$ cat src/spi_sub_defines.svh
// sizing macros for the shared spi master subsystem
// transfer width, chip selects, client count, divider width and default
`ifndef SPI_SUB_DEFINES_SVH
`define SPI_SUB_DEFINES_SVH

// one full-duplex transfer
`define SPI_DATA_W		8		// bits per transfer

// serial bus side
`define SPI_NUM_CS		2		// slave select lines
`define SPI_DIV_W		16		// half-period divider width

// client side
`define SPI_NUM_CLIENTS	2		// peer clients behind the arbiter

// half period = div + 1 sys_clk cycles
`define SPI_DIV_DEFAULT	16'd3	// typical divider value

`endif

$ cat src/spi_bus_pkg.sv
// serial bus types for the spi master
// transfer byte, chip-select index, engine states
`include "spi_sub_defines.svh"
`default_nettype none

package spi_bus_pkg;

	// one shifted byte
	typedef logic [`SPI_DATA_W-1:0] spi_data_t;		// msb goes out first

	// which slave is addressed
	typedef logic [$clog2(`SPI_NUM_CS)-1:0] spi_cs_idx_t;	// decoded to cs_n

	// engine FSM
	typedef enum logic [2:0] {
		ST_IDLE			= 3'd0,		// waiting for start
		ST_SCLK_WAIT	= 3'd1,		// counting half period
		ST_SCLK_EDGE	= 3'd2,		// sclk toggles here
		ST_LAST_HALF	= 3'd3,		// hold after last edge
		ST_RSP_HOLD		= 3'd4		// done_valid until accepted
	} spi_state_t;

endpackage

`default_nettype wire

$ cat src/spi_client_pkg.sv
// client side types for the spi master
// request payload, response payload, client id
`include "spi_sub_defines.svh"
`default_nettype none

package spi_client_pkg;

	import spi_bus_pkg::*;

	// engine owner
	typedef logic [$clog2(`SPI_NUM_CLIENTS)-1:0] client_id_t;	// 0 or 1

	// request payload, 9 bits
	typedef struct packed {
		spi_data_t		data;	// byte to send
		spi_cs_idx_t	cs;		// target slave
	} spi_req_t;

	// response is just the received byte
	typedef spi_data_t spi_rsp_t;	// sampled from miso

endpackage

`default_nettype wire

$ cat src/spi_req_buffer.sv
// one-entry valid/ready holding register
// generic payload type, refills in the same cycle it drains
`timescale 1ns/100ps
`default_nettype none

module spi_req_buffer #(
	parameter type payload_t = logic [7:0]		// carried item
) (
	input  logic		sys_clk,				// system clock
	input  logic		sys_rst_n,				// sync reset, low active

	input  logic		in_valid,				// upstream offers item
	output logic		in_ready,				// slot free or draining
	input  payload_t	in_data,				// upstream item

	output logic		out_valid,				// slot holds an item
	input  logic		out_ready,				// downstream pops
	output payload_t	out_data				// held item
);

	logic		full;		// slot occupied
	payload_t	data_q;		// stored payload
	logic		push;		// accepted this cycle

	assign push			= in_valid && in_ready;
	assign in_ready		= ~full | out_ready;	// take new item while draining
	assign out_valid	= full;
	assign out_data		= data_q;

	// occupancy flag
	always_ff @(posedge sys_clk) begin
		if (!sys_rst_n)
			full	<= 1'b0;
		else
			full	<= push | (full & ~out_ready);	// stays if not popped
	end

	// payload, no reset needed
	always_ff @(posedge sys_clk) begin
		if (push)
			data_q	<= in_data;
	end

endmodule

`default_nettype wire

$ cat src/spi_rr_arbiter.sv
// round-robin grant of the spi engine to two clients
// remembers the owner and steers the response back to it
`timescale 1ns/100ps
`include "spi_sub_defines.svh"
`default_nettype none

module spi_rr_arbiter
	import spi_client_pkg::*;
(
	input  logic							sys_clk,		// system clock
	input  logic							sys_rst_n,		// sync reset, low active

	input  logic [`SPI_NUM_CLIENTS-1:0]		req_valid,		// buffer holds a request
	output logic [`SPI_NUM_CLIENTS-1:0]		req_pop,		// drain granted buffer
	input  spi_req_t						req_data0,		// client 0 payload
	input  spi_req_t						req_data1,		// client 1 payload

	output logic							start_valid,	// kick the engine
	input  logic							start_ready,	// engine idle
	output spi_req_t						start_req,		// granted payload

	input  logic							done_valid,		// engine has a byte
	output logic							done_ready,		// owner took it
	input  spi_rsp_t						done_data,		// received byte

	output logic [`SPI_NUM_CLIENTS-1:0]		rsp_valid,		// per client response
	input  logic [`SPI_NUM_CLIENTS-1:0]		rsp_ready,		// per client accept
	output spi_rsp_t						rsp_data		// shared response bus
);

	client_id_t		last_win;	// previous grant
	client_id_t		owner;		// client of the running transfer
	client_id_t		grant;		// candidate this cycle

	// tie goes to whoever did not win last
	always_comb begin
		if (req_valid[0] && req_valid[1])
			grant	= ~last_win;
		else if (req_valid[1])
			grant	= 1'b1;
		else
			grant	= 1'b0;
	end

	assign start_valid	= start_ready && (|req_valid);	// grant only when engine free
	assign start_req	= (grant == 1'b1) ? req_data1 : req_data0;
	assign done_ready	= rsp_ready[owner];				// only owner can release engine
	assign rsp_data		= done_data;					// qualified by rsp_valid

	always_comb begin
		for (int i = 0; i < `SPI_NUM_CLIENTS; i++) begin
			req_pop[i]		= start_valid && (grant == client_id_t'(i));
			rsp_valid[i]	= done_valid && (owner == client_id_t'(i));
		end
	end

	// client 0 wins the first tie
	always_ff @(posedge sys_clk) begin
		if (!sys_rst_n) begin
			last_win	<= 1'b1;
			owner		<= 1'b0;
		end else if (start_valid) begin
			last_win	<= grant;
			owner		<= grant;	// held until next grant
		end
	end

endmodule

`default_nettype wire

$ cat src/spi_master_core.sv
// spi master engine, one 8-bit full-duplex transfer per start
// sclk generation with cpol/cpha, divider, chip-select decode
// response is held until done_ready
`timescale 1ns/100ps
`include "spi_sub_defines.svh"
`default_nettype none

module spi_master_core
	import spi_bus_pkg::*;
	import spi_client_pkg::*;
#(
	parameter logic CPOL = 1'b1,		// sclk idle level
	parameter logic CPHA = 1'b1			// 1 = sample on trailing edge
) (
	input  logic						sys_clk,		// system clock
	input  logic						sys_rst_n,		// sync reset, low active
	input  logic [`SPI_DIV_W-1:0]		clk_div_val,	// half period minus one

	input  logic						start_valid,	// new transfer
	output logic						start_ready,	// engine idle
	input  spi_req_t					start_req,		// byte and slave

	output logic						done_valid,		// byte received
	input  logic						done_ready,		// consumer accepts
	output spi_rsp_t					done_data,		// received byte

	output logic						sclk,			// serial clock
	output logic [`SPI_NUM_CS-1:0]		cs_n,			// one per slave, low active
	output logic						mosi,			// master out
	input  logic						miso			// master in
);

	spi_state_t					state;			// current state
	spi_state_t					state_nxt;		// next state
	logic [`SPI_DIV_W-1:0]		cnt_clk;		// cycles inside a half period
	logic [`SPI_DIV_W:0]		cnt_inc;		// cnt_clk + 1, no wrap
	logic [4:0]					cnt_edge;		// sclk edge index 0..15
	spi_data_t					mosi_shift;		// outgoing bits
	spi_data_t					miso_shift;		// incoming bits
	logic						div_zero;		// edge every cycle
	logic						wait_done;		// leave sclk wait
	logic						half_done;		// leave last half
	logic						last_edge;		// 16th edge
	logic						shift_en;		// advance mosi
	logic						sample_en;		// capture miso

	assign cnt_inc		= {1'b0, cnt_clk} + 1'b1;
	assign div_zero		= (clk_div_val == '0);
	assign wait_done	= (cnt_inc >= {1'b0, clk_div_val});	// wait plus edge = div+1
	assign half_done	= (cnt_clk >= clk_div_val);
	assign last_edge	= (cnt_edge == 5'd15);

	// even edges are leading, odd edges trailing
	assign shift_en		= (state == ST_SCLK_EDGE) &&
						  (CPHA ? (cnt_edge != 5'd0 && !cnt_edge[0]) : cnt_edge[0]);
	assign sample_en	= (state == ST_SCLK_EDGE) &&
						  (CPHA ? cnt_edge[0] : !cnt_edge[0]);

	assign start_ready	= (state == ST_IDLE);
	assign done_valid	= (state == ST_RSP_HOLD);
	assign done_data	= miso_shift;				// frozen while holding
	assign mosi			= mosi_shift[`SPI_DATA_W-1];	// msb first

	always_comb begin
		state_nxt	= state;
		case (state)
			ST_IDLE:
				if (start_valid)
					state_nxt	= div_zero ? ST_SCLK_EDGE : ST_SCLK_WAIT;
			ST_SCLK_WAIT:
				if (wait_done)
					state_nxt	= ST_SCLK_EDGE;
			ST_SCLK_EDGE:
				if (last_edge)
					state_nxt	= ST_LAST_HALF;
				else if (div_zero)
					state_nxt	= ST_SCLK_EDGE;	// back-to-back edges
				else
					state_nxt	= ST_SCLK_WAIT;
			ST_LAST_HALF:
				if (half_done)
					state_nxt	= ST_RSP_HOLD;
			ST_RSP_HOLD:
				if (done_ready)
					state_nxt	= ST_IDLE;		// owner released the byte
			default:
				state_nxt	= ST_IDLE;
		endcase
	end

	always_ff @(posedge sys_clk) begin
		if (!sys_rst_n)
			state	<= ST_IDLE;
		else
			state	<= state_nxt;
	end

	// divider counter, restarts each half period
	always_ff @(posedge sys_clk) begin
		if (!sys_rst_n)
			cnt_clk	<= '0;
		else if ((state == ST_SCLK_WAIT && !wait_done) ||
				 (state == ST_LAST_HALF && !half_done))
			cnt_clk	<= cnt_clk + 1'b1;
		else
			cnt_clk	<= '0;
	end

	always_ff @(posedge sys_clk) begin
		if (!sys_rst_n)
			cnt_edge	<= 5'd0;
		else if (state == ST_IDLE)
			cnt_edge	<= 5'd0;
		else if (state == ST_SCLK_EDGE)
			cnt_edge	<= cnt_edge + 5'd1;
	end

	// 16 toggles bring sclk back to cpol
	always_ff @(posedge sys_clk) begin
		if (!sys_rst_n)
			sclk	<= CPOL;
		else if (state == ST_IDLE)
			sclk	<= CPOL;
		else if (state == ST_SCLK_EDGE)
			sclk	<= ~sclk;
	end

	// select goes low the cycle after start, high again with done_valid
	always_ff @(posedge sys_clk) begin
		if (!sys_rst_n)
			cs_n	<= '1;
		else if (state == ST_IDLE && start_valid)
			cs_n	<= ~(`SPI_NUM_CS'(1) << start_req.cs);
		else if (state == ST_LAST_HALF && half_done)
			cs_n	<= '1;
	end

	always_ff @(posedge sys_clk) begin
		if (state == ST_IDLE && start_valid)
			mosi_shift	<= start_req.data;		// first bit out before any edge
		else if (shift_en)
			mosi_shift	<= {mosi_shift[`SPI_DATA_W-2:0], 1'b0};
	end

	always_ff @(posedge sys_clk) begin
		if (sample_en)
			miso_shift	<= {miso_shift[`SPI_DATA_W-2:0], miso};
	end

endmodule

`default_nettype wire

$ cat src/spi_sub_top.sv
// shared spi master subsystem top level
// two request buffers, round-robin arbiter, one spi engine
`timescale 1ns/100ps
`include "spi_sub_defines.svh"
`default_nettype none

module spi_sub_top
	import spi_bus_pkg::*;
	import spi_client_pkg::*;
#(
	parameter logic CPOL = 1'b1,	// sclk idle level
	parameter logic CPHA = 1'b1		// sampling edge select
) (
	input  logic						sys_clk,		// system clock
	input  logic						sys_rst_n,		// sync reset, low active

	// client 0
	input  logic						c0_req_valid,	// request offered
	output logic						c0_req_ready,	// buffer can take it
	input  spi_data_t					c0_req_data,	// byte to send
	input  spi_cs_idx_t					c0_req_cs,		// target slave
	output logic						c0_rsp_valid,	// response present
	input  logic						c0_rsp_ready,	// client accepts
	output spi_data_t					c0_rsp_data,	// received byte

	// client 1
	input  logic						c1_req_valid,
	output logic						c1_req_ready,
	input  spi_data_t					c1_req_data,
	input  spi_cs_idx_t					c1_req_cs,
	output logic						c1_rsp_valid,
	input  logic						c1_rsp_ready,
	output spi_data_t					c1_rsp_data,

	// shared serial side
	input  logic [`SPI_DIV_W-1:0]		clk_div_val,	// half period minus one
	output logic						sclk,			// serial clock
	output logic [`SPI_NUM_CS-1:0]		cs_n,			// slave selects
	output logic						mosi,			// master out
	input  logic						miso			// master in
);

	spi_req_t							c0_req_pl;		// packed client 0 request
	spi_req_t							c1_req_pl;		// packed client 1 request
	spi_req_t							buf0_data;		// buffered client 0 item
	spi_req_t							buf1_data;		// buffered client 1 item
	logic [`SPI_NUM_CLIENTS-1:0]		buf_valid;		// buffers holding items
	logic [`SPI_NUM_CLIENTS-1:0]		buf_pop;		// arbiter drains a buffer
	logic [`SPI_NUM_CLIENTS-1:0]		rsp_valid;		// routed response valid
	logic [`SPI_NUM_CLIENTS-1:0]		rsp_ready;		// gathered response ready
	spi_rsp_t							rsp_data;		// shared response byte
	logic								start_valid;	// arbiter to core
	logic								start_ready;
	spi_req_t							start_req;
	logic								done_valid;		// core to arbiter
	logic								done_ready;
	spi_rsp_t							done_data;

	assign c0_req_pl	= '{data: c0_req_data, cs: c0_req_cs};
	assign c1_req_pl	= '{data: c1_req_data, cs: c1_req_cs};
	assign rsp_ready	= {c1_rsp_ready, c0_rsp_ready};
	assign c0_rsp_valid	= rsp_valid[0];
	assign c1_rsp_valid	= rsp_valid[1];
	assign c0_rsp_data	= rsp_data;			// both see the bus, valid decides
	assign c1_rsp_data	= rsp_data;

	spi_req_buffer #(.payload_t(spi_req_t)) u_buf0 (
		.sys_clk	(sys_clk),
		.sys_rst_n	(sys_rst_n),
		.in_valid	(c0_req_valid),
		.in_ready	(c0_req_ready),
		.in_data	(c0_req_pl),
		.out_valid	(buf_valid[0]),
		.out_ready	(buf_pop[0]),
		.out_data	(buf0_data)
	);

	spi_req_buffer #(.payload_t(spi_req_t)) u_buf1 (
		.sys_clk	(sys_clk),
		.sys_rst_n	(sys_rst_n),
		.in_valid	(c1_req_valid),
		.in_ready	(c1_req_ready),
		.in_data	(c1_req_pl),
		.out_valid	(buf_valid[1]),
		.out_ready	(buf_pop[1]),
		.out_data	(buf1_data)
	);

	spi_rr_arbiter u_arb (
		.sys_clk		(sys_clk),
		.sys_rst_n		(sys_rst_n),
		.req_valid		(buf_valid),
		.req_pop		(buf_pop),
		.req_data0		(buf0_data),
		.req_data1		(buf1_data),
		.start_valid	(start_valid),
		.start_ready	(start_ready),
		.start_req		(start_req),
		.done_valid		(done_valid),
		.done_ready		(done_ready),
		.done_data		(done_data),
		.rsp_valid		(rsp_valid),
		.rsp_ready		(rsp_ready),
		.rsp_data		(rsp_data)
	);

	spi_master_core #(.CPOL(CPOL), .CPHA(CPHA)) u_core (
		.sys_clk		(sys_clk),
		.sys_rst_n		(sys_rst_n),
		.clk_div_val	(clk_div_val),
		.start_valid	(start_valid),
		.start_ready	(start_ready),
		.start_req		(start_req),
		.done_valid		(done_valid),
		.done_ready		(done_ready),
		.done_data		(done_data),
		.sclk			(sclk),
		.cs_n			(cs_n),
		.mosi			(mosi),
		.miso			(miso)
	);

endmodule

`default_nettype wire

$ cat config.mk
export PLATFORM = sky130hd
export DESIGN_NAME = spi_sub_top
export DESIGN_NICKNAME = d
export VERILOG_FILES = /design/src/spi_bus_pkg.sv /design/src/spi_client_pkg.sv /design/src/spi_req_buffer.sv /design/src/spi_rr_arbiter.sv /design/src/spi_master_core.sv /design/src/spi_sub_top.sv
export VERILOG_INCLUDE_DIRS = /design/src
export SDC_FILE = /design/constraint.sdc
export NUM_CORES = 1
export LEC_CHECK = 0
export BUFFER_PORTS_ARGS = -buffer_cell sky130_fd_sc_hd__buf_4
export CAP_MARGIN = 0
export CORE_UTILIZATION = 45
export CTS_CLUSTER_DIAMETER = 60
export DETAILED_ROUTE_END_ITERATION = 12
export GPL_TIMING_DRIVEN = 0
export PLACE_DENSITY = 0.68
export SLEW_MARGIN = 20
export SYNTH_ARGS = -nofsm -noshare
export SYNTH_HDL_FRONTEND = slang
export SYNTH_SLANG_ARGS = --single-unit
$ cat constraint.sdc
create_clock -name sys_clk -period 4.7 [get_ports sys_clk]
set_clock_uncertainty 0.1 [all_clocks]
set_input_delay 0.47 -clock sys_clk [delete_from_list [all_inputs] [get_ports sys_clk]]
set_output_delay 0.47 -clock sys_clk [all_outputs]
set_load 0.05 [all_outputs]
==> flow_summary_export.csv <==
group,metric,value,unit
synth,syn_avg_cell_area,10.4,um^2
die,initial_core_util,46.7,%
synth,yosys_register_bits,65,
setup_path,start_kind,"register",
synth,syn-instance-count,347,
routing,vias_per_cell,5.27,
pwr,p_leak,1.86,nW
pwr,power,0.00130,W
sta,setup_tns,0,ns
grt,met2_usage,32.5,%
clocking,clockBufferDepth,2,
setup_path,critical_path.max_fanout,10,
die,die_h,91.6,um
sta,hold_slack,0.205,ns
clocking,cts_resized,0,
grt,met1_usage,24.6,%
layout,final_layout_size_suffix_gt1_share,26.9,%
sta,slew_headroom,55.7,%
sta,hold_viol,0,
pwr,p_per_area,295,nW/um^2
routing,firstDrtPassIters,4,
clocking,cts.sink_count,65,
setup_path,crit_arrival,3.57,ns
clocking,cts_root_buffer,"clkbuf_8",
clocking,path_clk_slew,0.07,ns
synth,synth-simple-area-share,20.1,%
synth,synth-compound-area-share,12.6,%
layout,finalNetCount,499,
routing,ant_nets,0,
layout,final_common_cell,"buf_4",
place,dp.cells,513,
clocking,clk_latency,0.33,ns
run_status,status,"completed",
clocking,hold_buffers,0,
routing,drc_errors,0,
grt,grt-busiest-layer,"met2",
place,io_buffers,64,
synth,synthFlopType,"edfxtp_1",
layout,fill_cells,692,
clocking,h-tree-depth,3,
clocking,cts_buffers,9,
grt,grt_pass1_wl,12.8,mm
grt,met3_usage,4.69,%
die,io_pins,65,
routing,routed_wl,7.44,mm
die,coreArea,7730,um^2
setup_path,end_kind,"register",
synth,async_flop_share,0,%
layout,area_growth,21.7,%
synth,synth-adder-area-share,12.5,%
place,gp_congestion,0.846,
grt,grt_overflow,0,
clocking,post_cts_buffers,0,
grt,track_usage,19.3,%
clocking,cts_tree,"yes",
sta,rsz0062_at_grt,"false",
synth,synth-edff-count,34,
hold_path,worstHoldPathType,"in -> reg",
routing,wire_per_inst,14.1,um
layout,n_antenna_cell,0,
grt,grt_max_degree,12,
sta,min_period,3.44,ns
run,cap_violations,0,
die,die_x,91.6,um
setup_path,required,4.83,ns
routing,drt_iter0_markers,114,
layout,most-common-layout-cells,"72 x buf_4, 38 x nand2_1, 36 x ha_1",
synth,yosysSeqAreaShare,45.4,%
sta,worstMarginPinSlew,0.662,ns
synth,synth_fp_nets,424,
synth,synth_xor_area_share,3.39,%
synth,synth_top_family_by_area,"simple AND/OR/NAND/NOR gates",
die,die_area,8390,um^2
grt,grt_pass1_vias,2780,
setup_path,worstSetupPathType,"reg -> reg",
synth,yosysUniqueCellTypes,54,
pwr,vdd_ir_drop_max,0.000245,V
synth,syn_area,3610,um^2
grt,antenna_found_initial,0,
sta,setup_viol_count_final,0,
sta,max_freq,291,MHz
layout,stdcell_count,529,
synth,yosysWarnings,0,
sta,maxSlewViolCount,0,
die,rows,32,
routing,vias,2786,
synth,synthMuxAreaShare,0.866,%
sta,fin_crit_sh,73.2,%
place,dpl.hpwl,5.75,mm
## sequential cells by signal, summed over array words and instances (netlist names), 2 cells and up
name and cells:
u_core.cs_n 2, u_core.cnt_edge 5, u_core.state 3, u_core.done_data 8
u_core.cnt_clk 16, u_core.mosi_shift 8, u_buf1.out_data 9, u_buf0.out_data 9
## where the power goes
group / internal (W) / switching (W) / total [W]
clock network: 0.000219 / 0.000198 / 0.000417
logic: 0.0000893 / 0.000129 / 0.000219
registers: 0.000643 / 0.0000180 / 0.000661
total: 0.000951 / 0.000346 / 0.00130
## layer usage
layer  vias to the layer above  share of wire [%]  routed length [um]
li1                       1412                  -                   -
met1                      1318                 47                3460
met2                        49                 50                3700
met3                         7                3.0                 226
met4                         0               0.71                  53
met5                         -                  0                   0
## worst max-delay path, cell delays in order, from the launching register on
cell       delay (ns)
dfxtp_1          0.48
ha_1             0.30
nand2_1          0.13
nor2_1           0.17
nand2_1          0.09
xnor2_1          0.17
ha_1             0.31
nand4_1          0.15
a2111oi_1        0.51
o31ai_1          0.13
and4_4           0.23
a21oi_4          0.28
buf_6            0.22
nor2_2           0.06
## final timing paths
check                     startpoint                  to  slack, ns  depth (start not counted)
setup / recovery   u_core.cnt_clk[0]   u_core.cnt_clk[6]       1.26                         13
hold / removal        c0_req_data[0]  u_buf0.out_data[1]       0.21                          1
setup reg to reg   u_core.cnt_clk[0]   u_core.cnt_clk[6]       1.26                         13
hold reg to reg   u_core.cnt_edge[4]  u_core.cnt_edge[4]       0.38                          2
## final cells by class
| class | count | area [um^2] | area share [%] |
|---|---|---|---|
| tap | 102 | 128 | 2.90 |
| multi-input combinational | 244 | 1790 | 40.7 |
| sequential | 65 | 1640 | 37.3 |
| clock inverter | 3 | 17.5 | 0.398 |
| clock buffer | 13 | 159 | 3.61 |
| timing repair buffer | 64 | 480 | 10.9 |
| inverter | 21 | 78.8 | 1.79 |
| buffer | 17 | 104 | 2.36 |
## synthesized netlist by cell type, types with 2 or more instances
cell / n / area [um^2]
nand2_1: 38 / 143
ha_1: 36 / 450
edfxtp_1: 34 / 1020
dfxtp_1: 31 / 621
inv_1: 21 / 78.8
nor2_1: 14 / 52.6
nand3_1: 13 / 65.1
a21oi_1: 12 / 60.1
nor2_2: 11 / 68.8
o21ai_0: 11 / 55.1
xnor2_1: 11 / 96.3
and3_1: 8 / 50.1
buf_4: 8 / 60.1
nand4_1: 8 / 50.1
a221o_1: 7 / 70.1
and2_1: 7 / 43.8
clkbuf_1: 6 / 22.5
nor2b_1: 6 / 37.5
a211oi_1: 5 / 37.5
a21boi_0: 4 / 30.0
nor3b_1: 4 / 30.0
nor4_1: 4 / 25.0
o21ai_1: 4 / 20.0
nand3b_1: 3 / 22.5
nor3_1: 3 / 15.0
or2_2: 3 / 18.8
xor2_1: 3 / 26.3
buf_2: 2 / 10.0
mux2i_1: 2 / 20.0
nand2b_1: 2 / 12.5
nor4b_1: 2 / 17.5
o31ai_1: 2 / 15.0
## cell families (layout without fill, tap and decap cells)
group                    after synthesis  count (layout)
AND/OR/NAND/NOR                      132             132
flip-flops                            65              65
AO/OA/AOI/OAI                         59              59
buffers and inverters                 38             118
adder cells (fa/ha/maj)               36              36
XOR/XNOR                              14              14
multiplexers                           3               3
## stage by stage
step / util [%] / instance area, um^2 / setup slack [ns]
6_report: 56.9 / 4400 / 1.26
5_1_grt: 56.9 / 4400 / 1.00
3_3_place_gp: 54.6 / 4220 / 1.37
2_1_floorplan: - / 3610 / 1.97
4_1_cts: 56.9 / 4400 / 1.29
3_5_place_dp: 54.6 / 4220 / 1.31
(Power assumes the default switching activity.)
